`config.mk`:
```
export PLATFORM = sky130hd
export DESIGN_NAME = spi_deserializer
export DESIGN_NICKNAME = d
export VERILOG_FILES = /design/src/logic/osd_ctrl_pkg.sv /design/src/logic/spi_deserializer.sv
export SDC_FILE = /design/constraint.sdc
export NUM_CORES = 1
export LEC_CHECK = 0
export BUFFER_PORTS_ARGS = -buffer_cell sky130_fd_sc_hd__buf_2
export CAP_MARGIN = 20
export CORE_MARGIN = 8
export CORE_UTILIZATION = 56
export DETAILED_ROUTE_END_ITERATION = 8
export PLACE_DENSITY = 0.79
export REMOVE_ABC_BUFFERS = 1
export SETUP_SLACK_MARGIN = 0.2
export SLEW_MARGIN = 5
export SYNTH_ARGS = -nofsm -noshare
export SYNTH_HDL_FRONTEND = slang
export SYNTH_SLANG_ARGS = --single-unit
export TNS_END_PERCENT = 10
```
`constraint.sdc`:
```
create_clock -name pclk -period 2.2 [get_ports pclk]
set_input_delay 0.11 -clock pclk [delete_from_list [all_inputs] [get_ports pclk]]
set_output_delay 0.11 -clock pclk [all_outputs]
set_load 0.1 [all_outputs]
```
`src/logic/osd_ctrl_pkg.sv`:
```
/* control side definitions, serial bytes, command codes and buffer writes
   imported by the serial, command and buffer blocks */

package osd_ctrl_pkg;

	// bitmap memory address width, 2048 bytes
	localparam int buf_addr_w = 11;

	// byte from the serial link
	typedef struct packed {
		logic [7:0] data;
		// set on the first byte after select goes low
		logic first;
	} spi_byte_t;

	// one write into the bitmap memory
	typedef struct packed {
		logic [buf_addr_w-1:0] addr;
		logic [7:0] data;
	} osd_write_t;

	// ********************
	// command codes
	// ********************

	// upper nibble of enable/disable, low bit carries the new state
	localparam logic [3:0] cmd_enable = 4'b0100;
	// upper five bits of row write, low three bits pick the row group
	localparam logic [4:0] cmd_write = 5'b00100;

endpackage

```
`src/logic/spi_deserializer.sv`:
```
/* serial receiver running on the pixel clock
   oversamples sck, cs_n and sdi and delivers whole bytes with a first-byte flag */

`timescale 1ns/1ps

module spi_deserializer import osd_ctrl_pkg::*; (
	input  logic      pclk,
	input  logic      ss,
	input  logic      sck,
	input  logic      cs_n,
	input  logic      sdi,
	output spi_byte_t rx_byte,
	output logic      byte_valid
);

	// two flop synchronizers, index 1 is the stable copy
	logic [1:0] sck_sync;
	logic [1:0] cs_n_sync;
	logic [1:0] sdi_sync;
	// previous synchronized sck for edge detect
	logic sck_d;
	logic sck_rise;

	logic [7:0] shift_reg;
	logic [2:0] bit_cnt;
	// next complete byte opens a new transfer
	logic first_pending;

	assign sck_rise = sck_sync[1] & ~sck_d;

	always_ff @(posedge pclk or posedge ss) begin
		if (ss) begin
			sck_sync <= 2'b00;
			cs_n_sync <= 2'b11;
			sdi_sync <= 2'b00;
			sck_d <= 1'b0;
		end else begin
			sck_sync <= {sck_sync[0], sck};
			cs_n_sync <= {cs_n_sync[0], cs_n};
			sdi_sync <= {sdi_sync[0], sdi};
			sck_d <= sck_sync[1];
		end
	end

	// byte framing, msb first
	always_ff @(posedge pclk or posedge ss) begin
		if (ss) begin
			bit_cnt <= 3'd0;
			first_pending <= 1'b1;
			byte_valid <= 1'b0;
		end else begin
			byte_valid <= 1'b0;
			if (cs_n_sync[1]) begin
				// deselected, drop any partial byte
				bit_cnt <= 3'd0;
				first_pending <= 1'b1;
			end else if (sck_rise) begin
				bit_cnt <= bit_cnt + 3'd1;
				if (bit_cnt == 3'd7) begin
					byte_valid <= 1'b1;
					first_pending <= 1'b0;
				end
			end
		end
	end

	// payload path, no reset needed
	always_ff @(posedge pclk) begin
		if (!cs_n_sync[1] && sck_rise) begin
			shift_reg <= {shift_reg[6:0], sdi_sync[1]};
			if (bit_cnt == 3'd7) begin
				rx_byte.data <= {shift_reg[6:0], sdi_sync[1]};
				rx_byte.first <= first_pending;
			end
		end
	end

endmodule

```
Yosys cells after proc, flatten, opt, wreduce, memory -nomap -nowiden
Cells that the tools add are included.
- input port bits: 5
- flip-flop bits (word level): 28
- output and inout port bits: 10
- mux-type cells: 8
- reductions and logical operators: 6
- equality and inequality tests: 1
- add/subtract/negate cells: 1
- bitwise gates (word level): 2
- operators with widths (kind ; count):
    2-to-1 mux 1 bit ; 6
    2-to-1 mux 3 bit ; 2
    AND reduction 2 bit ; 2
    nonzero test 2 bit ; 2
    adder 3 x 1 -> 3 bit, second input constant ; 1
    == test 3 bit, second input constant ; 1
    AND 1 bit ; 1
    logical AND 1 bit ; 1
    logical NOT 1 bit ; 1
    NOT 1 bit ; 1

Longest topological paths before layout
- word-level depth: 4
- mapped depth: 4
- gate-level depth less buffers: 4

Least setup slack after synthesis
OpenSTA, ideal clock, no wires.
- kind: register -> register
- start point: reg bit_cnt[0]
- end point: reg rx_byte[0] (netlist bit) (enable)
- buffers on the path: 0
- cell stages (with the launch flop): 4
- slack: 0.848 ns
- arrival: 1.009 ns
- cells stage by stage: dfrtp_1 -> ha_1 -> ha_1 -> and4bb_1
- cells in the longest elaborated chain, start to end: 2
- ends and longest elaborated chain (what ; line ; RTL):
    start: declaration ; spi_deserializer.sv:25 ; logic [2:0] bit_cnt;
    start signal: assignment ; spi_deserializer.sv:58 ; bit_cnt <= bit_cnt + 3'd1;
    == test 3 bit ; spi_deserializer.sv:71 ; if (bit_cnt == 3'd7) begin
    AND reduction 2 bit (no line) ; -- ;
    end: declaration ; spi_deserializer.sv:12 ; output spi_byte_t rx_byte,
Every way passes these cells.
A chain may end at the register's enable or synchronous reset.

Worst setup path in the final report
- start point: reg bit_cnt[0]
- end point: reg rx_byte[3] (netlist bit) (enable)
Same word-level chain as after synthesis.

==> reports/metrics.yaml <==
ioPinCount: 15
cts-root-buf: "clkbuf_4"
setup_tns_ns: 0
grt_pass1_vias: 447
relSlewSlack_pct: 67.5
io_buffers: 14
final_cell_mix: "edfxtp_1, buf_2, dfrtp_1"
drc_errors: 0
top_layer: "met4"
grt_use_total_pct: 8.65
end_kind: "register"
route.met2.wl_um: 604
final_antenna_net_count: 0
grt_max_degree: 17
yosysSeqAreaShare_pct: 83.7
clock_skew_ns: 0.00473
vdd_drop_max_mv: 0.751
worst_pin_slew_ns: 0.491
routed_via_density: 5.38
cts.sinks: 28
numCtsBuffers: 3
worstPathArrival_ns: 1.48
hold_violations: 0
cap_violations: 0
crit_type: "register to register"
cts_tree: "done"
synth_top_cells_by_area: "edfxtp_1, dfrtp_1, dfstp_2"
dp.cells: 76
avgSynthCellArea_um2: 20.4
layoutNonFillerInstCount: 84
crit_required_ns: 2.19
mostFrequentLayoutCell: "edfxtp_1"
fin_util_pct: 72.6
min_path_type: "input pin to asynchronous set/reset pin"
setup_violations: 0
clockBufferDepth: 2
grt_overflow: 0
crit_path_max_fanout: 10
largest_reg_flops: 9
htreeDepth: 1
core.rowCount: 14
initial_core_util_pct: 60.8
power.density_nw_per_um2: 824
syn_area_um2: 937
slew_viol_final: 0
firstDrtPassIters: 4
rsz0062_at_grt: "false"
synth.distinct_cells: 15
drive_gt1_share_pct: 35.3
drtIter0Drc: 9
antenna_found_initial: 0
insertion_delay_ns: 0.32
final_nets: 76
status: "complete, no violations"
area_growth_pct: 19.5
die_h_um: 56.9
synth_warnings: 0
met1_length_um: 514
grt_first_pass_wirelength_mm: 2.14
fin_crit_sh_pct: 67.7
post_cts_buffers: 0
diodes: 0
wire_per_inst_um: 14.9
wl_met3_um: 111
die-area_um2: 3240
vias: 452
p_leak_nw: 0.466
ys_ff_latch: 28
synth_top_area_share_pct: 51.3
syn_inst: 46
gp_congestion: 0.724
core_um2: 1540
die_w_um: 56.9
routed_wl_mm: 1.25
period_minus_slack_ns: 1.49
fmax_ghz: 0.671
start_kind: "register"
synth_top_cell_by_area: "edfxtp_1"
clk_pin_slew_worst_paths_ns: 0.13
worst max-delay path, cell delays in order, from the launching register on:
cell and delay, ns:
dfrtp_1 0.40, ha_1 0.16, ha_1 0.15, and4bb_1 0.46
final cells by class:
class,count,area (um^2)
sequential,28,785
fill,94,422
multi-input combinational,17,149
timing repair buffer,18,110
clock inverter,1,30.0
clock buffer,3,22.5
tap,16,20.0
inverter,1,3.75
Yosys cell counts (all sizes together):
library cell / instances
nor2b: 2
o21ai: 2
ha: 2
nand2b: 2
mux2: 1
dfstp: 3
edfxtp: 16
nand4bb: 2
inv: 1
and2b: 1
and4bb: 2
dfrtp: 9
nor2: 3
power by group:
part | switching, mW | internal [mW]
clock | 0.135 | 0.184
sequential | 0.00945 | 0.567
combinational | 0.0103 | 0.0156
cells by family after synthesis:
kind of cell | count (synthesis) | share of synthesized area, %
compound gates | 2 | 1.07
fa+ha+maj | 2 | 2.67
buf+inv | 1 | 0.400
flops | 28 | 83.7
mux | 1 | 1.60
simple gates | 12 | 10.5
final timing paths:
path | end | startpoint | slack (ns) | depth (start not counted)
worst max-delay path | rx_byte[3] | bit_cnt[0] | 0.71 | 3
worst min-delay path | sdi_sync[0] | ss | 0.31 | 3
worst max register to register | rx_byte[3] | bit_cnt[0] | 0.71 | 3
worst min register to register | cs_n_sync[1] | cs_n_sync[0] | 0.36 | 0
max in group asynchronous | cs_n_sync[0] | ss | 1.56 | 3
min in group pclk | cs_n_sync[1] | cs_n_sync[0] | 0.36 | 0
per-stage QoR:
step           area (um^2)  setup WS [ns]  power [mW]  hold slack (ns)
2_1_floorplan          937          0.848       0.599          -0.0274
3_3_place_gp          1030          0.776       0.607            0.117
3_5_place_dp          1030          0.736       0.609            0.128
4_1_cts               1120          0.719       0.934            0.304
5_1_grt               1120          0.657       0.963            0.329
6_report              1120          0.710       0.922            0.306
per-layer routing:
metal  GRT usage (%)  up-vias
li1                -      212
met1            9.39      218
met2            12.9       18
met3            5.62        4
met4            4.03        0
met5               0        -
repair_timing:
item                                    CTS  global route
hold buffers                              4             0
endpoints found under the hold margin    12             0
gates resized for setup                   0             0
endpoints found under the setup margin    0             0
Note: power is estimated with default switching activity, not from simulation.
