File: src/logic/osd_ctrl_pkg.sv
/* control side definitions, serial bytes, command codes and buffer writes
   imported by the serial, command and buffer blocks */

package osd_ctrl_pkg;

	// bitmap memory address width, 2048 bytes
	localparam int buf_addr_w = 11;

	// byte from the serial link
	typedef struct packed {
		logic [7:0] data;
		// set on the first byte after select goes low
		logic first;
	} spi_byte_t;

	// one write into the bitmap memory
	typedef struct packed {
		logic [buf_addr_w-1:0] addr;
		logic [7:0] data;
	} osd_write_t;

	// ********************
	// command codes
	// ********************

	// upper nibble of enable/disable, low bit carries the new state
	localparam logic [3:0] cmd_enable = 4'b0100;
	// upper five bits of row write, low three bits pick the row group
	localparam logic [4:0] cmd_write = 5'b00100;

endpackage

File: src/logic/osd_cmd_fsm.sv
/* command decoder for the serial link
   keeps the overlay enable and turns row-write payload into buffer writes */

`timescale 1ns/1ps

module osd_cmd_fsm import osd_ctrl_pkg::*; (
	input  logic       pclk,
	input  logic       ss,
	input  spi_byte_t  rx_byte,
	input  logic       byte_valid,
	output osd_write_t wr,
	output logic       write_valid,
	output logic       osd_enable
);

	typedef enum logic [1:0] {
		st_idle,
		st_write,
		st_ignore
	} state_t;

	state_t state;
	// address of the next payload byte
	logic [buf_addr_w-1:0] addr;

	// ********************
	// command decode
	// ********************

	always_ff @(posedge pclk or posedge ss) begin
		if (ss) begin
			state <= st_idle;
			addr <= '0;
			write_valid <= 1'b0;
			osd_enable <= 1'b0;
		end else begin
			write_valid <= 1'b0;
			if (byte_valid) begin
				if (rx_byte.first) begin
					// command byte, always restarts decoding
					if (rx_byte.data[7:4] == cmd_enable) begin
						osd_enable <= rx_byte.data[0];
						state <= st_idle;
					end else if (rx_byte.data[7:3] == cmd_write) begin
						// row group picks a 256 byte slice
						addr <= {rx_byte.data[2:0], 8'h00};
						state <= st_write;
					end else begin
						state <= st_ignore;
					end
				end else begin
					case (state)
						st_write: begin
							write_valid <= 1'b1;
							// wraps inside the buffer
							addr <= addr + 1'b1;
						end
						// trailing bytes of enable or unknown commands
						st_idle,
						st_ignore: ;
						default: state <= st_idle;
					endcase
				end
			end
		end
	end

	// write payload follows the strobe by one cycle
	always_ff @(posedge pclk) begin
		if (byte_valid && !rx_byte.first && state == st_write) begin
			wr.addr <= addr;
			wr.data <= rx_byte.data;
		end
	end

endmodule

File: config.mk
export PLATFORM = sky130hd
export DESIGN_NAME = osd_cmd_fsm
export DESIGN_NICKNAME = d
export VERILOG_FILES = /design/src/logic/osd_ctrl_pkg.sv /design/src/logic/osd_cmd_fsm.sv
export SDC_FILE = /design/constraint.sdc
export NUM_CORES = 1
export LEC_CHECK = 0
export ABC_CLOCK_PERIOD_IN_PS = 2300
export BUFFER_PORTS_ARGS = -buffer_cell sky130_fd_sc_hd__buf_4
export CAP_MARGIN = 20
export CORE_MARGIN = 5
export CORE_UTILIZATION = 51
export CTS_CLUSTER_SIZE = 40
export DETAILED_ROUTE_END_ITERATION = 10
export PLACE_DENSITY = 0.82
export SLEW_MARGIN = 20
export SYNTH_ARGS = -nofsm -noshare
export SYNTH_HDL_FRONTEND = slang
export SYNTH_SLANG_ARGS = --single-unit
File: constraint.sdc
create_clock -name pclk -period 2.3 [get_ports pclk]
set_input_delay 0.23 -clock pclk [delete_from_list [all_inputs] [get_ports pclk]]
set_output_delay 0.23 -clock pclk [all_outputs]
set_load 0.01 [all_outputs]
## Word-level counts from Yosys, hierarchy flattened

Cells that the tools add are included.
W data, S select, Z words.

- Flip-flop bits (word level): 34
- Bits of input ports: 12
- Output and inout port bits: 21
- Logic and storage cells: 34

- Add/sub/neg operators: 1
- Eq/ne operators: 7
- Mux-type cells: 11
- Reductions and logical operators: 9

Operators with widths:

| operator | number |
|---|---|
| $mux W11 | 4 |
| $add A11 B1 Y11 const B | 1 |
| $mux W2 | 4 |
| $eq A5 B3 Y1 const B | 1 |
| $eq A4 B3 Y1 const B | 1 |
| $ne A2 B1 Y1 const B | 2 |
| $reduce_and A4 Y1 | 1 |
| $mux W1 | 3 |
| $reduce_and A3 Y1 | 1 |
| $reduce_or A3 Y1 | 1 |
| $eq A2 B1 Y1 const B | 1 |
| $eq A2 B2 Y1 const B | 1 |
| $logic_and A1 B1 Y1 | 2 |
| $logic_not A2 Y1 | 1 |
| $ne A2 B2 Y1 const B | 1 |
| $reduce_and A2 Y1 | 1 |
| $reduce_bool A2 Y1 | 1 |
| $logic_not A1 Y1 | 1 |

## Depth between registers and ports, before layout

Gate-level depths: netlist of the first run.

- Depth in word-level cells: 4
- Depth in mapped cells: 7
- Mapped depth without buffers: 4

## Least setup slack after synthesis of the first run

OpenSTA, ideal clock, no wires.

- Path kind: register to register
- Start point: register state[1]
- End point: register addr[0]
- Setup time: 0.125 ns
- Arrival: 1.635 ns
- Data required time: 2.175 ns
- Path slack: 0.540 ns
- Stages on the path, launching flop included: 6
- Path buffers: 2
- Period minus slack after synthesis: 1.760 ns
- Cell sequence: dfrtp_1 -> nor4bb_1 -> buf_2 -> o21ba_1 -> buf_2 -> mux2_2

- Cells in the longest elaborated chain, start to end: 3

Ends and longest elaborated chain:

| item | line | text |
|---|---|---|
| start: declaration | osd_cmd_fsm.sv:22 | `state_t state;` |
| start signal: assignment | osd_cmd_fsm.sv:32 | `state <= st_idle;` |
| start signal: assignment | osd_cmd_fsm.sv:43 | `state <= st_idle;` |
| start signal: assignment | osd_cmd_fsm.sv:47 | `state <= st_write;` |
| $eq A2 B1 Y1 | osd_cmd_fsm.sv:52 | `case (state)` |
| $reduce_bool A2 Y1 (no line) | - |  |
| $reduce_and A4 Y1 (no line) | - |  |
| end signal: assignment | osd_cmd_fsm.sv:46 | `addr <= {rx_byte.data[2:0], 8'h00};` |
| end signal: assignment | osd_cmd_fsm.sv:56 | `addr <= addr + 1'b1;` |
| end: declaration | osd_cmd_fsm.sv:24 | `logic [buf_addr_w-1:0] addr;` |

No other way between the ends.
A chain may end at the register's enable or synchronous reset.

## Worst setup path after layout of the first run

- Start point: register state[1]
- End point: register addr[5]

The elaborated chain is that of the path after synthesis.

==> run_results.csv, run 1 <==
group,metric,value,unit
outcome,status,"finished clean",
drt,dr.pass1.iters,4,
worst_setup_path,path_cells,"nor4bb_4 -> o21ba_1 -> or3_1 -> a21oi_1",
floorplan,core_area,2520,um2
worst_setup_path,crit_required,2550,ps
synth,avgSynthCellArea,13.9,um2
timing,finClkSkew,3.56,ps
min_path,hold_path_depth,1,
timing,final-setup-viol-count,0,
floorplan,dieHeight,61.7,um
place,io_buffers,32,
synth,synth_nets,111,
clock_tree,htree_levels,2,
clock_tree,numCtsBuffers,5,
timing,min_period_over_period,0.754,
synth,ys_seq_area_frac,0.695,
timing,max_slew_margin,0.605,
timing,hold_viol,0,
power_and_ir_drop,p_total,1.05,mW
synth,syn-instance-count,98,
power_and_ir_drop,powerDensity,615,nW/um2
drt,vias_per_cell,5.74,
worst_setup_path,crit_type,"reg2reg",
place,pre_cts_ws,435,ps
worst_setup_path,crit_path_top_delay_cell,"dfrtp_1",
finish,area_growth,25.9,%
place,globalplace.congestion,0.769,
synth,synthDistinctLibCells,30,
worst_setup_path,worstPathArrival,1990,ps
floorplan,ios,33,
floorplan,rows,18,
grt,grtUsageTotal,0.159,
timing,fin_crit,1730,ps
timing,tns,0,ps
grt,grt_overflow,0,
timing,fmax,576,MHz
clock_tree,root_buffer,"clkbuf_4",
synth,async_flop_share,0.441,
worst_setup_path,slowest_delay,440,ps
clock_tree,numClockSinks,34,
drt,wl_per_cell,15.1,um
timing,hold-worst-slack,85.8,ps
min_path,whs_endpoint,"wr[2]",
floorplan,die_w,61.7,um
clock_tree,clk_pin_slew,100,ps
finish,stdcell_count,168,
worst_setup_path,rr_endpoint,"addr[5]",
floorplan,floorplan.die_area,3800,um2
timing,rsz0062_at_grt,"no",
worst_setup_path,start_kind,"flip-flop",
drt,ant_nets,0,
finish,fin_area,1710,um2
floorplan,start_util,0.540,
grt,grt_first_pass_wirelength,4.29,mm
clock_tree,clkLatencyLatePin,330,ps
finish,layout.nets,150,
finish,fin_util,0.680,
place,numPlacedInstances,159,
worst_setup_path,cp_max_fo,14,
clock_tree,cts_buffer_depth,2,
power_and_ir_drop,peakVddDrop,0.659,mV
grt,grt_max_degree,16,
min_path,hold_class,"in2reg",
worst_setup_path,critical_path_buf_inv_count,0,
timing,drv_slew,0,
timing,layout_setup_ws,565,ps
drt,initialDrtViolationCount,20,
synth,netlist_area,1360,um2
grt,grt_pass1_vias,926,
worst_setup_path,critPathTopFamily,"simple AND/OR/NAND/NOR gates",
finish,drive_above_1_share,0.326,
finish,diodes,0,
synth,synth_warnings,0,
synth,synth_ff_type,"edfxtp_1",
worst_setup_path,r2r_slack,570,ps
drt,drc_errors,0,
worst_setup_path,reg2regPathDepth,4,
job,drv_cap,0,
synth,ys_seq_elements,34,
worst_setup_path,cp-end-kind,"flip-flop",
drt,wl,2.53,mm
power_and_ir_drop,cellLeakagePower,0.715,nW
clock_tree,cts_tree,"built",
grt,grt_antenna_before_repair,0,
min_path,hold_start,"rx_byte[3]",
place,hpwl,1.93,mm
worst_setup_path,rr_startpoint,"state[1]",
place,place_area,1650,um2
drt,vias,965,
synth,synth_edf_count,19,
timing,worstMarginPinSlew,593,ps
power by group:
part	total, mW	switching, mW	internal, mW
combinational	0.0727	0.0316	0.0412
clock	0.298	0.184	0.115
sequential	0.684	0.0189	0.665
total	1.05	0.234	0.821
per-layer routing:
metal | GRT usage | routed length (um)
met5 | 0 | 0
met1 | 0.184 | 998
met3 | 0.0524 | 196
met4 | 0.109 | 70
met2 | 0.250 | 1270
area by class of cell:
class | count | area (um2)
clock buffers | 6 | 41.3
clock inverters | 2 | 8.76
fillers | 183 | 808
inverters | 4 | 15.0
multi-input cells | 57 | 400
flip-flops and latches | 34 | 946
well taps | 30 | 37.5
repair buffers | 35 | 265
cells by family (layout without fill, tap and decap cells):
logic type / Yosys count / in the layout / synth area share
XOR/XNOR: 2 / 2 / 0.0129
AO/OA/AOI/OAI: 20 / 20 / 0.0984
buffers and inverters: 7 / 47 / 0.0221
multiplexers: 3 / 3 / 0.0248
adder cells (fa/ha/maj): 1 / 1 / 0.00919
AND/OR/NAND/NOR: 31 / 31 / 0.138
flip-flops: 34 / 34 / 0.695
synthesized netlist by cell type, types with 3 or more instances:
master    count  area (um2)
dfrtp_1      15         375
nand3_1       4        20.0
mux2_2        3        33.8
nand4_1       5        31.3
nand2_1       5        18.8
o21ai_1       4        20.0
a21oi_1       6        30.0
inv_1         4        15.0
buf_2         3        15.0
edfxtp_1     19         571
nor2_1        4        15.0
or3_1         4        25.0
what timing repair did:
item,CTS,global route
hold buffers,1,0
gates resized for setup,0,0
endpoints found under the hold margin,15,0
setup buffers,0,0
flip-flops by register name (all words and copies together), names as in the netlist:
| name | cells |
|---|---|
| wr | 19 |
| addr | 11 |
| state | 2 |
| osd_enable | 1 |
| write_valid | 1 |
how the worst max path moves through the flow:
stage	start	endpoint	slack (ps)	cells after the start
after detailed placement	rx_byte[8]	addr[5]	440	5
after floorplan	state[1]	addr[0]	540	5
after CTS	state[1]	addr[5]	570	4
after global routing	state[1]	addr[5]	420	4
final	state[1]	addr[5]	570	4
after global placement	rx_byte[8]	addr[5]	500	5
cell usage in the layout, fill, tap and decap left out, types with 2 or more instances in the layout:
| cell type | n |
|---|---|
| buf_4 | 34 |
| edfxtp_1 | 19 |
| dfrtp_1 | 15 |
| a21oi_1 | 6 |
| nand4_1 | 5 |
| nand2_1 | 5 |
| clkbuf_4 | 5 |
| nor2_1 | 4 |
| nand3_1 | 4 |
| inv_1 | 4 |
| o21ai_1 | 4 |
| or3_1 | 4 |
| mux2_2 | 3 |
| and3_1 | 2 |
| o22a_1 | 2 |
| o21ai_0 | 2 |
Power figures use the tool's default switching activity.
==> run 2: changes to the inputs <==
- ABC_CLOCK_PERIOD_IN_PS: 2300 -> 1800
- clock period: 2.3 -> 1.8 ns (I/O delays scaled with it)
==> run 2 against run 1 <==
Compared with the run above:
- register-to-register slack worse by 400 ps
- sequential power is 28% higher
- worst setup slack worse by 400 ps
- design area is 1.3% higher
- utilization is 0.89 points higher
- cell count is 1.8% higher
- sequential cell count stayed put
- routed wire length is 11% higher
- combinational power is 32% higher
- total power is 28% higher
- critical endpoint is now addr[3]
==> run_results.csv, run 2 (synthesis results as in run 1) <==
group,metric,value,unit
drt,initialDrtViolationCount,25,
finish,layout_commonest_cell,"buf_4",
grt,use_met3,0.0629,
finish,area_growth,27.6,%
worst_setup_path,r2r_slack,160,ps
grt,grt_antenna_before_repair,0,
worst_setup_path,rr_startpoint,"state[1]",
clock_tree,numClockSinks,34,
place,numPlacedInstances,162,
clock_tree,numCtsBuffers,5,
finish,regArea,946,um2
floorplan,floorplan.die_area,3800,um2
worst_setup_path,crit_required,2060,ps
power_and_ir_drop,p_total,1.35,mW
power_and_ir_drop,p_sw,0.299,mW
floorplan,die_w,61.7,um
timing,min_period_over_period,0.910,
clock_tree,clkLatencyLatePin,330,ps
floorplan,dieHeight,61.7,um
floorplan,rows,18,
timing,hold-worst-slack,31.6,ps
timing,final-setup-viol-count,0,
worst_setup_path,cp_max_fo,6,
grt,grt_pass1_vias,982,
drt,vias,986,
worst_setup_path,rr_endpoint,"addr[3]",
finish,stdcell_count,171,
clock_tree,cts_setup_buffers,0,
timing,fin_crit,1640,ps
job,drv_cap,0,
timing,tns,0,ps
clock_tree,cts_tree,"built",
timing,rsz0062_at_grt,"no",
timing,worstMarginPinSlew,599,ps
finish,drive_above_1_share,0.340,
clock_tree,cts_resized,0,
floorplan,core_area,2520,um2
outcome,status,"finished clean",
clock_tree,cts_buffer_depth,2,
timing,finClkSkew,8.76,ps
finish,multiInputGateArea,400,um2
grt,grtUsageTotal,0.178,
power_and_ir_drop,powerDensity,776,nW/um2
worst_setup_path,reg2regPathDepth,4,
worst_setup_path,crit_type,"reg2reg",
clock_tree,root_buffer,"clkbuf_4",
grt,grt.met1_usage,0.196,
timing,hold_viol,0,
worst_setup_path,start_kind,"flip-flop",
worst_setup_path,slowest_delay,450,ps
drt,ant_nets,0,
timing,fmax,610,MHz
drt,vias_per_cell,5.77,
grt,grt_first_pass_wirelength,4.66,mm
drt,dr.pass1.iters,2,
finish,largest_reg_flops,19,
grt,grt_max_degree,19,
drt,wl,2.82,mm
worst_setup_path,cp-end-kind,"flip-flop",
finish,layout.nets,153,
power_and_ir_drop,cellLeakagePower,0.729,nW
power_and_ir_drop,p_sw_frac,0.222,
finish,fillers,187,
finish,layout_common_cells,"37 x buf_4, 19 x edfxtp_1, 15 x dfrtp_1, 6 x a21oi_1",
power_and_ir_drop,combPwrFrac,0.071,
worst_setup_path,worstPathArrival,1900,ps
timing,drv_slew,0,
grt,top_usage_layer,"met2",
worst_setup_path,critPathLaunch,"state[1]",
place,hpwl,2.18,mm
drt,drc_errors,0,
power_and_ir_drop,peakVddDrop,0.619,mV
worst_setup_path,crit_path_top_delay_cell,"dfrtp_1",
power_and_ir_drop,p_int,1.05,mW
min_path,hold_class,"in2reg",
clock_tree,clk_pin_slew,100,ps
grt,grt_overflow,0,
finish,regMostFlops,"wr",
floorplan,start_util,0.540,
floorplan,ios,33,
worst_setup_path,endpoint,"addr[3]",
grt,grtUsageMet2,0.284,
finish,diodes,0,
place,io_buffers,32,
worst_setup_path,path_cells,"nor4bb_4 -> o21ba_1 -> or3_1 -> a21oi_1",
clock_tree,htree_levels,2,
power_and_ir_drop,power_frac_clock,0.281,
power_and_ir_drop,seqPwrFrac,0.648,
drt,wl_per_cell,16.5,um
finish,largestRegisters,"wr x19, addr x11, state x2",
timing,max_slew_margin,0.600,
place,globalplace.congestion,0.786,
## run 2: changes by cell type in the layout (fill, tap and decap cells not counted), sizes merged
cell	change
buf	+3
## run 2: worst min path at each step
stage	startpoint	end	slack, ps	cells past startpoint
6_report	rx_byte[3]	wr[2]	30	1
5_1_grt	rx_byte[3]	wr[2]	0.08	1
4_1_cts	rx_byte[3]	wr[2]	20	1
3_5_place_dp	ss	osd_enable	280	2
3_3_place_gp	ss	osd_enable	280	2
2_1_floorplan	ss	addr[0]	80	1
## run 2: cell type report
type | instances | share of cell area
multi-input combinational | 57 | 0.231
timing repair buffer | 38 | 0.166
inverter | 4 | 0.00865
clock inverter | 2 | 0.00504
tap | 30 | 0.0216
clock buffer | 6 | 0.0238
sequential | 34 | 0.545
## run 2: what timing repair did
action,in CTS,in global routing
hold buffers,1,0
endpoints found under the setup margin,0,0
hold endpoints to repair,15,0
## run 2: metrics by stage
stage | setup WS (ps) | area, um2 | utilization
2_1_floorplan | 40.1 | 1360 | -
3_3_place_gp | 155 | 1680 | 0.665
3_5_place_dp | 85.3 | 1680 | 0.665
4_1_cts | 147 | 1740 | 0.688
5_1_grt | 60.0 | 1740 | 0.688
6_report | 162 | 1740 | 0.688
## run 2: critical path, delay by kind of cell (launching register included)
family / cells / cell delay [ps]
flops: 1 / 450
compound gates: 2 / 420
simple gates: 2 / 710
## run 2: routing by layer
metal | share of wire | vias to the layer above
met5 | 0 | -
met4 | 0.034 | 0
met3 | 0.066 | 9
met2 | 0.52 | 31
met1 | 0.38 | 487
li1 | - | 459
## run 2: power by group through the flow
stage	sequential, mW	combinational [mW]	clock (mW)
after floorplan	0.885	0.0471	0
after global placement	0.887	0.0885	0
after detailed placement	0.891	0.0954	0
after CTS	0.874	0.0972	0.392
after global routing	0.878	0.107	0.428
final	0.874	0.0959	0.378
