$ cat src/logic/osd_ctrl_pkg.sv
/* control side definitions, serial bytes, command codes and buffer writes
   imported by the serial, command and buffer blocks */

package osd_ctrl_pkg;

	// bitmap memory address width, 2048 bytes
	localparam int buf_addr_w = 11;

	// byte from the serial link
	typedef struct packed {
		logic [7:0] data;
		// set on the first byte after select goes low
		logic first;
	} spi_byte_t;

	// one write into the bitmap memory
	typedef struct packed {
		logic [buf_addr_w-1:0] addr;
		logic [7:0] data;
	} osd_write_t;

	// ********************
	// command codes
	// ********************

	// upper nibble of enable/disable, low bit carries the new state
	localparam logic [3:0] cmd_enable = 4'b0100;
	// upper five bits of row write, low three bits pick the row group
	localparam logic [4:0] cmd_write = 5'b00100;

endpackage

$ cat src/logic/osd_video_pkg.sv
/* video side definitions for the on-screen display
   imported by the timing, mixer and top level blocks */

package osd_video_pkg;

	// ********************
	// widths
	// ********************

	// bits per colour channel
	localparam int color_w = 6;
	// horizontal and vertical counter width
	localparam int pos_w = 10;

	// one pixel as it travels from core to connector
	typedef struct packed {
		logic [color_w-1:0] red;
		logic [color_w-1:0] green;
		logic [color_w-1:0] blue;
		logic hs;
		logic vs;
	} video_pixel_t;

	// ********************
	// overlay window
	// ********************

	// window size in pixels and lines
	localparam logic [pos_w-1:0] osd_width = 10'd256;
	localparam logic [pos_w-1:0] osd_height = 10'd128;

	// shift of the window away from the display centre
	localparam logic [pos_w-1:0] osd_x_offset = 10'd0;
	localparam logic [pos_w-1:0] osd_y_offset = 10'd0;

	// overlay tint, red green blue from msb down
	localparam logic [2:0] osd_color = 3'd1;

endpackage
$ cat src/logic/osd_mixer.sv
/* overlay mixer with a fixed two cycle video delay
   finds the centred window, fetches the bitmap byte and tints the pixel */

`timescale 1ns/1ps

module osd_mixer import osd_video_pkg::*, osd_ctrl_pkg::*; (
	input  logic                  pclk,
	input  logic                  ss,
	input  video_pixel_t          video_in,
	input  logic [pos_w-1:0]      h_pos,
	input  logic [pos_w-1:0]      v_pos,
	input  logic [pos_w-1:0]      h_centre,
	input  logic [pos_w-1:0]      v_centre,
	input  logic                  h_active,
	input  logic                  v_active,
	input  logic                  osd_enable,
	output logic [buf_addr_w-1:0] read_addr,
	input  logic [7:0]            read_data,
	output video_pixel_t          video_out
);

	logic [pos_w-1:0] h_start, v_start;
	logic [pos_w-1:0] h_rel, v_rel;
	logic in_window;

	// stage one registers
	video_pixel_t video_d1;
	logic [2:0] bit_idx_d1;
	logic osd_de_d1;
	logic osd_pixel;

	// ********************
	// stage one
	// ********************

	// window start, half a window before the centre
	assign h_start = h_centre + osd_x_offset - (osd_width >> 1);
	assign v_start = v_centre + osd_y_offset - (osd_height >> 1);
	assign h_rel = h_pos - h_start;
	assign v_rel = v_pos - v_start;

	// unsigned compare also rejects positions before the start
	assign in_window = h_active && v_active && (h_rel < osd_width) && (v_rel < osd_height);

	// row group then column, byte is back next cycle
	assign read_addr = {v_rel[6:4], h_rel[7:0]};

	always_ff @(posedge pclk or posedge ss) begin
		if (ss) begin
			video_d1 <= '0;
			osd_de_d1 <= 1'b0;
			bit_idx_d1 <= 3'd0;
		end else begin
			video_d1 <= video_in;
			osd_de_d1 <= in_window && osd_enable;
			// each bitmap bit covers two lines
			bit_idx_d1 <= v_rel[3:1];
		end
	end

	// ********************
	// stage two
	// ********************

	assign osd_pixel = read_data[bit_idx_d1];

	always_ff @(posedge pclk or posedge ss) begin
		if (ss) begin
			video_out <= '0;
		end else begin
			video_out <= video_d1;
			if (osd_de_d1) begin
				// bit twice, tint bit, then dimmed source
				video_out.red <= {osd_pixel, osd_pixel, osd_color[2], video_d1.red[5:3]};
				video_out.green <= {osd_pixel, osd_pixel, osd_color[1], video_d1.green[5:3]};
				video_out.blue <= {osd_pixel, osd_pixel, osd_color[0], video_d1.blue[5:3]};
			end
		end
	end

endmodule

$ cat config.mk
export PLATFORM = sky130hd
export DESIGN_NAME = osd_mixer
export DESIGN_NICKNAME = d
export VERILOG_FILES = /design/src/logic/osd_ctrl_pkg.sv /design/src/logic/osd_video_pkg.sv /design/src/logic/osd_mixer.sv
export SDC_FILE = /design/constraint.sdc
export NUM_CORES = 1
export LEC_CHECK = 0
export BUFFER_PORTS_ARGS = -buffer_cell sky130_fd_sc_hd__buf_2
export CORE_MARGIN = 4
export CORE_UTILIZATION = 30
export CTS_BUF_LIST = sky130_fd_sc_hd__clkbuf_4 sky130_fd_sc_hd__clkbuf_8
export DETAILED_ROUTE_END_ITERATION = 10
export PLACE_DENSITY = 0.64
export RECOVER_POWER = 100
export REMOVE_ABC_BUFFERS = 1
export SETUP_SLACK_MARGIN = 0.02
export SLEW_MARGIN = 0
export SYNTH_ARGS = -nofsm -noshare
export SYNTH_HDL_FRONTEND = slang
export SYNTH_SLANG_ARGS = --single-unit
export TNS_END_PERCENT = 5
$ cat constraint.sdc
create_clock -name pclk -period 3.12 [get_ports pclk]
set_clock_uncertainty 0.05 [all_clocks]
set_input_delay 0.624 -clock pclk [delete_from_list [all_inputs] [get_ports pclk]]
set_output_delay 0.624 -clock pclk [all_outputs]
set_load 0.05 [all_outputs]
# Yosys cells after proc, flatten, opt, wreduce, memory -nomap -nowiden
# Cells that the tools add are included.
[op_classes] add_sub_neg=4 n_mul=0 div=0 magnitude_cmp=3 eq_ne=0 shift=0 muxes=3 bitwise=0 reduce_logical=4
[op_table] op="$sub A10 B10 Y10" n=2
[op_table] op="$mux W18" n=1
[op_table] op="$lt A10 B8 Y1 const B" n=1
[op_table] op="$lt A10 B9 Y1 const B" n=1
[op_table] op="$sub A10 B7 Y10 const B" n=1
[op_table] op="$sub A10 B8 Y10 const B" n=1
[op_table] op="$logic_and A1 B1 Y1" n=4
[op_table] op="$lt A3 B4 Y1 const B" n=1
[op_table] op="$bmux W1 S3" n=1
[op_table] op="$mux W1" n=1
[word_totals] regBits=44 latch_bits=0 ram_bits=0 romBits=0 in_bits=73 output_inout_bits=31 wordCells=26 mem_count=0

# Longest topological paths before layout
# Gate-level depths: netlist (run 1).
[depth] depth_word=6 ltp_mapped=12 mapped_depth_nobuf=12

# Worst setup path before layout (run 1)
# No wires, ideal clock.
[synth_timing] path_type="input to output" start="input port h_centre[1]" end="output port read_addr[7]" arrival_time_ns=2.662 required_ns=2.446 setup_slack_ns=-0.216 stages=9 n_path_buf=0 cell_sequence="inv_1 > ha_1 > ha_1 > inv_1 > fa_1 > nor2b_4 > o2111ai_2 > nand4b_1 > xor2_1"
[synth_via] elab_chain_len=2
[synth_lines] element="start, declared" line="osd_mixer.sv:12" text="input logic [pos_w-1:0] h_centre,"
[synth_lines] element="$sub A10 B8 Y10" line="osd_mixer.sv:37" text="assign h_start = h_centre + osd_x_offset - (osd_width >> 1);"
[synth_lines] element="$sub A10 B10 Y10" line="osd_mixer.sv:39" text="assign h_rel = h_pos - h_start;"
[synth_lines] element="end, declared" line="osd_mixer.sv:17" text="output logic [buf_addr_w-1:0] read_addr,"
# Every way passes these cells.

# Worst setup path after layout (run 1)
[layout_timing] start="input port v_pos[1]" end="output port read_addr[9]"
[layout_via] elab_chain_len=1
[layout_lines] element="start, declared" line="osd_mixer.sv:11" text="input logic [pos_w-1:0] v_pos,"
[layout_lines] element="$sub A10 B10 Y10" line="osd_mixer.sv:40" text="assign v_rel = v_pos - v_start;"
# Every way passes these cells.

==> impl_metrics.json, run 1 <==
{
  "gp_congestion": 0.731,
  "ys_warn_count": 0,
  "period_minus_slack_ps": 3060,
  "grt_max_degree": 45,
  "drive_gt1_frac": 0.374,
  "critPathRequiredTime_ps": 2450,
  "drv_cap": 1,
  "dieArea_um2": 9580,
  "grt_use_total": 0.100,
  "area_delta_synth_final_pct": 30.6,
  "synth.distinct_cells": 39,
  "synth.avg_cell_area_um2": 11.6,
  "antenna_cells": 0,
  "rows": 32,
  "crit_buf_inv": 2,
  "status": "complete, but fails checks",
  "finalHoldViolations": 0,
  "finalNetCount": 425,
  "hold_path.class": "reg2reg",
  "numPlacedInstances": 412,
  "slew_violations": 45,
  "cts_hold_buf": 0,
  "pwr-share-seq": 0.401,
  "crit_path_frequent_cell": "ha_1",
  "cpLargestDelayFamily": "adder cells",
  "grt_pass1_vias": 1820,
  "grt_pass1_wl_um": 7920,
  "clock_path_buffers": 2,
  "p_sw_mw": 0.555,
  "max_slew_margin": -0.0475,
  "cts_root_buffer": "clkbuf_8",
  "cts.sinks": 44,
  "path_max_fanout": 2,
  "violations": "max-capacitance violations, max-slew violations",
  "synth_seq_cells": 44,
  "finalSetupViolCount": 0,
  "port_buffers": 103,
  "fmax_ghz": 0.327,
  "critPathLaunchType": "primary input",
  "synthCells": 208,
  "switching_share": 0.359,
  "p_clk_frac": 0.225,
  "cp.arrival_ps": 2390,
  "drt_wl_total_um": 4890,
  "viasPerCell": 4.26,
  "intPower_mw": 0.993,
  "crit_chain": "buf_2 -> ha_1 -> ha_1 -> fa_1 -> a21o_1 -> a21oi_2 -> xnor2_1 -> buf_4",
  "drt_iter0_markers": 9,
  "synth.yosys.seq_area_share": 0.455,
  "cts_tree": "built",
  "fin_setup_tns_ps": 0,
  "antenna_found_initial": 0,
  "drc": 0,
  "ant_nets": 0,
  "start_util": 0.310,
  "path_clk_slew_ps": 70,
  "worst_slew_pin_slew_ps": 1570,
  "coreArea_um2": 7810,
  "route.detailed.wl_per_inst_um": 11.6,
  "grt-ovfl-total": 0,
  "vdd_drop_max_v": 0.000241,
  "rsz0062_at_grt": "true",
  "ios": 104,
  "power.density_nw_per_um2": 489,
  "crit_path_end_kind": "primary output",
  "syn_area_um2": 2420,
  "fp.dieW_um": 97.9,
  "clk_latency_ps": 280,
  "power_leakage_nw": 1.64,
  "layout.cells.non_filler": 420,
  "critPathKind": "in2out",
  "period_share": 0.980,
  "first_pass_iters": 2,
  "dp_hpwl_um": 3990,
  "slowest_delay_ps": 400,
  "numCtsBuffers": 5,
  "fp.dieH_um": 97.9,
  "slowest_stage": "fa_1",
  "power_frac_comb": 0.374,
  "num_vias": 1789,
  "h-tree-depth": 2
}
[layer usage]
metal | global-route usage | share of wire | up-vias
met3 | 0.0329 | 0.088 | 5
li1 | - | - | 906
met5 | 0 | 0 | -
met2 | 0.163 | 0.46 | 78
met4 | 0.0224 | 0.0078 | 0
met1 | 0.129 | 0.44 | 800
[stage by stage]
| step | cell area (um2) | setup slack [ps] | total power [mW] | hold slack [ps] | utilization |
|---|---|---|---|---|---|
| detailed placement | 3070 | -20.1 | 1.21 | 296 | 0.393 |
| global route | 3160 | -42.9 | 1.64 | 307 | 0.405 |
| global placement | 3070 | 0.173 | 1.20 | 285 | 0.393 |
| CTS | 3160 | 9.13 | 1.57 | 305 | 0.405 |
| finish | 3160 | 60.9 | 1.55 | 303 | 0.405 |
| floorplan | 2390 | -216 | 1.05 | 281 | - |
[synthesized netlist by cell type (all sizes together)]
master,instances,area (um2)
inv,37,139
nor3,1,5.00
nand2b,1,6.26
ha,33,413
nor2b,5,38.8
fa,2,40.0
mux2,10,113
mux4,2,48.8
nor4b,1,8.76
or3,1,6.26
nor2,5,18.8
mux2i,2,20.0
or2,1,6.26
a21o,4,30.0
dfrtp,44,1100
xnor2,12,105
o21bai,2,18.8
xor2,3,26.3
o211ai,1,12.5
a21oi,10,72.6
nand4,1,6.26
nand2,5,21.3
nand3,3,15.0
nand3b,2,15.0
nor4,1,12.5
o211a,1,10.0
buf,3,22.5
o21ai,10,50.0
clkbuf,2,7.51
o2111ai,2,23.8
nand4b,1,8.76
[logic make-up (layout without fill, tap and decap cells)]
family                   after synthesis  in the layout  share of synthesized area
AO/OA/AOI/OAI                         30             30                     0.0899
adder cells (fa/ha/maj)               35             35                      0.187
AND/OR/NAND/NOR                       28             28                     0.0697
multiplexers                          14             14                     0.0749
flip-flops                            44             44                      0.455
XOR/XNOR                              15             15                     0.0542
buffers and inverters                 42            152                     0.0697
[cell type report]
type / count / area (um2)
Clock inverter: 2 / 10.0
Clock buffer: 6 / 82.6
Sequential cell: 44 / 1100
Timing Repair Buffer: 107 / 532
Fill cell: 799 / 4640
Tap cell: 102 / 128
Inverter: 37 / 139
Multi-Input combinational cell: 122 / 1170
[worst register-to-register path, stage by stage, from the launching register on]
cell	delay [ps]
dfrtp_1	390
mux4_1	560
mux2_2	280
nand2_1	160
o21ai_0	120
[cells in the final DEF, fill, tap and decap left out, types with 5 or more instances in the layout]
| cell | instances |
|---|---|
| nor2_1 | 5 |
| xnor2_1 | 12 |
| inv_1 | 34 |
| o21ai_0 | 9 |
| nand2_1 | 5 |
| mux2_2 | 10 |
| dfrtp_1 | 44 |
| buf_2 | 70 |
| buf_4 | 8 |
| clkbuf_8 | 6 |
| a21oi_1 | 5 |
| clkbuf_1 | 24 |
| ha_1 | 30 |
[path summary, 6_finish.rpt]
kind | startpoint | to | slack (ps) | cells after the start
setup / recovery | v_pos[1] | read_addr[9] | 60 | 8
max in group asynchronous | ss | video_out[11] | 1350 | 2
hold reg to reg | video_d1[0] | video_out[0] | 300 | 0
setup reg to reg | bit_idx_d1[0] | video_out[7] | 1420 | 4
min in group asynchronous | ss | bit_idx_d1[0] | 760 | 2
hold / removal | video_d1[0] | video_out[0] | 300 | 0
[what timing repair did]
item	CTS	global route
resized for setup	1	16
gates cloned	0	0
setup endpoints to repair	2	5
pin swaps	0	5
setup buffers	0	0
[flip-flops by register name, summed over array words and instances (netlist names)]
register and flops:
bit_idx_d1 3, osd_de_d1 1, video_d1 20, video_out 20
[power by group through the flow]
stage / logic, mW / registers [mW] / clock network [mW]
6_report: 0.578 / 0.621 / 0.349
5_1_grt: 0.632 / 0.626 / 0.386
4_1_cts: 0.581 / 0.621 / 0.365
3_5_place_dp: 0.574 / 0.632 / 0
3_3_place_gp: 0.570 / 0.631 / 0
2_1_floorplan: 0.370 / 0.683 / 0
No activity file was read; power rests on OpenSTA's default activity.
==> run 2, diff against run 1 <==
Settings changed: CORE_UTILIZATION 30 to 49, PLACE_DENSITY 0.64 to 0.91.
==> run 2 against run 1 <==
The run now ends clean; power grew 1.0%; clock-buffer cell count grew 2; design area shrank 0.20%; setup slack lost 18 ps; utilization grew 26 points; global-route usage grew 5.5 points; critical path depth grew 2; wire length shrank 1.1%; sequential share of layout area grew 0.069 points; register-to-register slack gained 40 ps; die area shrank 36%; highest routed layer unchanged; combinational power grew 0.9%; critical endpoint is now read_addr[7].
==> impl_metrics.json, run 2 (same netlist as run 1, synthesis figures left out) <==
{
  "fp.dieH_um": 78.3,
  "grt_pass1_vias": 1820,
  "rsz0062_at_grt": "true",
  "path_max_fanout": 2,
  "ant_nets": 0,
  "dieArea_um2": 6130,
  "first_pass_iters": 3,
  "gp_congestion": 0.745,
  "period_minus_slack_ps": 3080,
  "fill_cells": 395,
  "coreArea_um2": 4750,
  "slew_violations": 0,
  "finalSetupViolCount": 0,
  "seq_area_um2": 1100,
  "drt_wl_total_um": 4830,
  "grt_max_degree": 25,
  "finalNetCount": 426,
  "grt_pass1_wl_um": 7520,
  "layout.cells.non_filler": 386,
  "numCtsBuffers": 5,
  "start_util": 0.509,
  "cp.arrival_ps": 2400,
  "cts.sinks": 44,
  "drv_cap": 0,
  "critPathLaunchType": "primary input",
  "antenna_found_initial": 0,
  "drive_gt1_frac": 0.376,
  "clk_latency_ps": 290,
  "rows": 25,
  "numPlacedInstances": 377,
  "clock_path_buffers": 2,
  "grt_use_total": 0.155,
  "max_slew_margin": 0.320,
  "route.detailed.wl_per_inst_um": 12.5,
  "status": "completed",
  "final_cell_mix": "69 x buf_2, 44 x dfrtp_1, 33 x inv_1",
  "grt-ovfl-total": 0,
  "critPathKind": "in2out",
  "mostFrequentLayoutCell": "buf_2",
  "crit_path_end_kind": "primary output",
  "critPathRequiredTime_ps": 2450,
  "h-tree-depth": 2,
  "holdWs_ps": 300,
  "worst_slew_pin_slew_ps": 1020,
  "power.density_nw_per_um2": 495,
  "finalHoldViolations": 0,
  "fin_setup_tns_ps": 0,
  "cts_hold_buf": 0,
  "fmax_ghz": 0.325,
  "port_buffers": 103,
  "antenna_cells": 0,
  "post-route-util": 0.664,
  "drt_iter0_markers": 37,
  "viasPerCell": 4.76,
  "power_leakage_nw": 1.64,
  "report.power.total_mw": 1.56,
  "fp.dieW_um": 78.3,
  "path_clk_slew_ps": 70,
  "dp_hpwl_um": 3910,
  "drc": 0,
  "num_vias": 1837,
  "hold_path.class": "reg2reg",
  "cts_tree": "built",
  "period_share": 0.986,
  "vdd_drop_max_v": 0.000279,
  "ios": 104,
  "area_delta_synth_final_pct": 30.4,
  "cts_root_buffer": "clkbuf_8",
  "reg_top3": "video_d1: 20 flops, video_out: 20 flops, bit_idx_d1: 3 flops",
  "multiInputGateArea_um2": 1200
}
-- run 2: metal layers --
metal / GRT usage / part of all wire / wire, um / vias to the layer above
met5: 0 / 0 / 0 / -
met4: 0.0524 / 0.016 / 79 / 0
met3: 0.0378 / 0.076 / 367 / 10
met2: 0.301 / 0.52 / 2530 / 72
met1: 0.160 / 0.38 / 1850 / 851
li1: - / - / - / 904
-- run 2: where the power goes --
group | leakage [nW] | internal (mW) | total, mW | switching (mW)
Clock | 0.0523 | 0.197 | 0.359 | 0.162
Combinational | 1.07 | 0.213 | 0.583 | 0.370
Sequential | 0.515 | 0.607 | 0.621 | 0.0145
Total | 1.64 | 1.02 | 1.56 | 0.546
-- run 2: final timing paths --
check                                    from       endpoint  slack, ps  depth (start not counted)
worst max-delay path                 h_pos[1]   read_addr[7]         40                         10
worst min-delay path              video_d1[1]   video_out[1]        300                          0
worst max register to register  bit_idx_d1[0]   video_out[6]       1460                          4
worst min register to register    video_d1[1]   video_out[1]        300                          0
max in group asynchronous                  ss    video_d1[5]       1380                          3
min in group asynchronous                  ss  bit_idx_d1[1]        330                          2
-- run 2: repair_timing --
item	CTS	global route
pin swaps	0	6
resized for setup	3	15
setup buffers	0	1
endpoints found under the hold margin	0	0
endpoints found under the setup margin	2	5
-- run 2: area by class of cell --
cell class	count	share of cell area
Inverter	37	0.0440
Tap cell	67	0.0265
Timing Repair Buffer	108	0.171
Sequential cell	44	0.349
Multi-Input combinational cell	122	0.379
Clock buffer	8	0.0309
-- run 2: worst max-delay path, cell delays in order --
cell       delay (ps)
buf_6             100
ha_4              260
ha_4              130
inv_2              40
fa_2              380
nor2b_4           140
o2111ai_2         160
nand4b_1          160
xor2_1            190
buf_4             220
-- run 2: per-stage QoR --
step | setup slack [ps] | instance area, um2
after floorplan | -216 | 2390
after global placement | 13.7 | 3020
after detailed placement | -67.3 | 3020
after CTS | 34.7 | 3130
after global routing | -25.4 | 3160
final | 42.8 | 3160
==> run 3, diff against run 2 <==
Settings changed: CORE_UTILIZATION 49 to 44, PLACE_DENSITY 0.91 to 0.84, SLEW_MARGIN 0 to unset.
==> run 3 against run 2 <==
Final cell count rose by 0.26%; global-route usage fell by 0.83 points; power fell by 2.6%; fmax rose by 1.2%; critical endpoint unchanged; largest cell class unchanged; largest power group unchanged.
==> impl_metrics.json, run 3 (same netlist as run 1, synthesis figures left out) <==
{
  "ios": 104,
  "cts_hold_buf": 0,
  "cts.sinks": 44,
  "slowest_stage": "fa_2",
  "crit_chain": "buf_2 -> inv_2 -> ha_4 -> ha_4 -> inv_2 -> fa_2 -> nor2b_4 -> o2111ai_2 -> nand4b_1 -> xor2_1 -> buf_4",
  "post-route-util": 0.598,
  "period_minus_slack_ps": 3040,
  "antenna_cells": 0,
  "layout.cells.non_filler": 387,
  "numPlacedInstances": 379,
  "fill_cells": 468,
  "path_max_fanout": 2,
  "num_vias": 1814,
  "grt-ovfl-total": 0,
  "first_pass_iters": 4,
  "crit_buf_inv": 4,
  "finalSetupViolCount": 0,
  "grt_pass1_wl_um": 7600,
  "h-tree-depth": 2,
  "period_share": 0.975,
  "clk_latency_ps": 290,
  "fmax_ghz": 0.329,
  "area_delta_synth_final_pct": 28.5,
  "drt_iter0_markers": 43,
  "numCtsBuffers": 5,
  "power.density_nw_per_um2": 490,
  "viasPerCell": 4.69,
  "place_area_um2": 3020,
  "fin_area_um2": 3110,
  "final_cell_mix": "72 x buf_2, 44 x dfrtp_1, 33 x inv_1",
  "port_buffers": 103,
  "cp.arrival_ps": 2370,
  "crit_path_end_kind": "primary output",
  "critPathKind": "in2out",
  "cpLargestDelayFamily": "adder cells",
  "antenna_found_initial": 0,
  "status": "completed",
  "coreArea_um2": 5200,
  "finalNetCount": 425,
  "mostFrequentLayoutCell": "buf_2",
  "drt_wl_total_um": 4860,
  "dieArea_um2": 6760,
  "path_clk_slew_ps": 70,
  "reg_top3": "video_d1: 20 flops, video_out: 20 flops, bit_idx_d1: 3 flops",
  "vdd_drop_max_v": 0.000291,
  "fp.dieW_um": 82.2,
  "route.detailed.wl_per_inst_um": 12.6,
  "ant_nets": 0,
  "drc": 0,
  "power_leakage_nw": 1.63,
  "critPathLaunchType": "primary input",
  "cts_root_buffer": "clkbuf_8",
  "gp_congestion": 0.744,
  "drv_cap": 0,
  "max_slew_margin": 0.284,
  "cts_tree": "built",
  "drive_gt1_frac": 0.372,
  "critPathRequiredTime_ps": 2450,
  "report.power.total_mw": 1.52,
  "slowest_delay_ps": 390,
  "grt_max_degree": 33,
  "worst_slew_pin_slew_ps": 1070,
  "hold_path.class": "reg2reg",
  "rsz0062_at_grt": "true",
  "finalHoldViolations": 0,
  "grt_use_total": 0.146,
  "clock_path_buffers": 2,
  "grt_pass1_vias": 1780,
  "fp.dieH_um": 82.2,
  "dp_hpwl_um": 4040,
  "rows": 26,
  "slew_violations": 0,
  "start_util": 0.465
}
## run 3: cell types whose count changed in the layout (fill, tap and decap cells not counted), moves of 2 or more
cell and change:
buf_2 +3, buf_6 -2, clkbuf_1 -2, clkbuf_4 -3
## run 3: stage by stage
stage	hold WS (ps)	setup slack (ps)	setup TNS, ps
floorplan	281	-216	-422
global placement	284	14.9	0
detailed placement	287	-39.2	-39.2
CTS	304	23.3	0
global route	312	7.74	0
finish	301	78.3	0
## run 3: path summary, 6_finish.rpt
kind,from,slack (ps),endpoint,cells past startpoint
setup reg to reg,bit_idx_d1[0],1450,video_out[12],4
hold reg to reg,video_d1[0],300,video_out[0],0
max in group asynchronous,ss,1590,video_d1[13],3
min in group asynchronous,ss,410,video_out[2],2
setup / recovery,h_centre[1],80,read_addr[7],11
hold / removal,video_d1[0],300,video_out[0],0
## run 3: metal layers
metal  up-vias  share of wire  routed length (um)  global-route usage
li1        905              -                   -                   -
met1       836           0.40                1940               0.169
met2        64           0.50                2450               0.262
met3         9          0.083                 404              0.0315
met4         0          0.014                  68              0.0565
met5         -              0                   0                   0
## run 3: power by group
part | switching (mW) | total [mW] | internal (mW)
Sequential | 0.0151 | 0.622 | 0.607
Clock | 0.165 | 0.325 | 0.161
Combinational | 0.369 | 0.577 | 0.208
## run 3: repair_timing
item	4_1_cts	5_1_grt
pin swaps	0	6
buffers inserted	0	1
endpoints found under the setup margin	1	5
gates resized for setup	2	13
## run 3: layout make-up
cell class	instances	area [um2]	share of cell area
Inverter	37	139	0.0446
Timing Repair Buffer	107	523	0.168
Sequential cell	44	1100	0.354
Clock inverter	1	5.00	0.00161
Clock buffer	6	76.3	0.0245
Tap cell	70	87.6	0.0281
Multi-Input combinational cell	122	1180	0.379
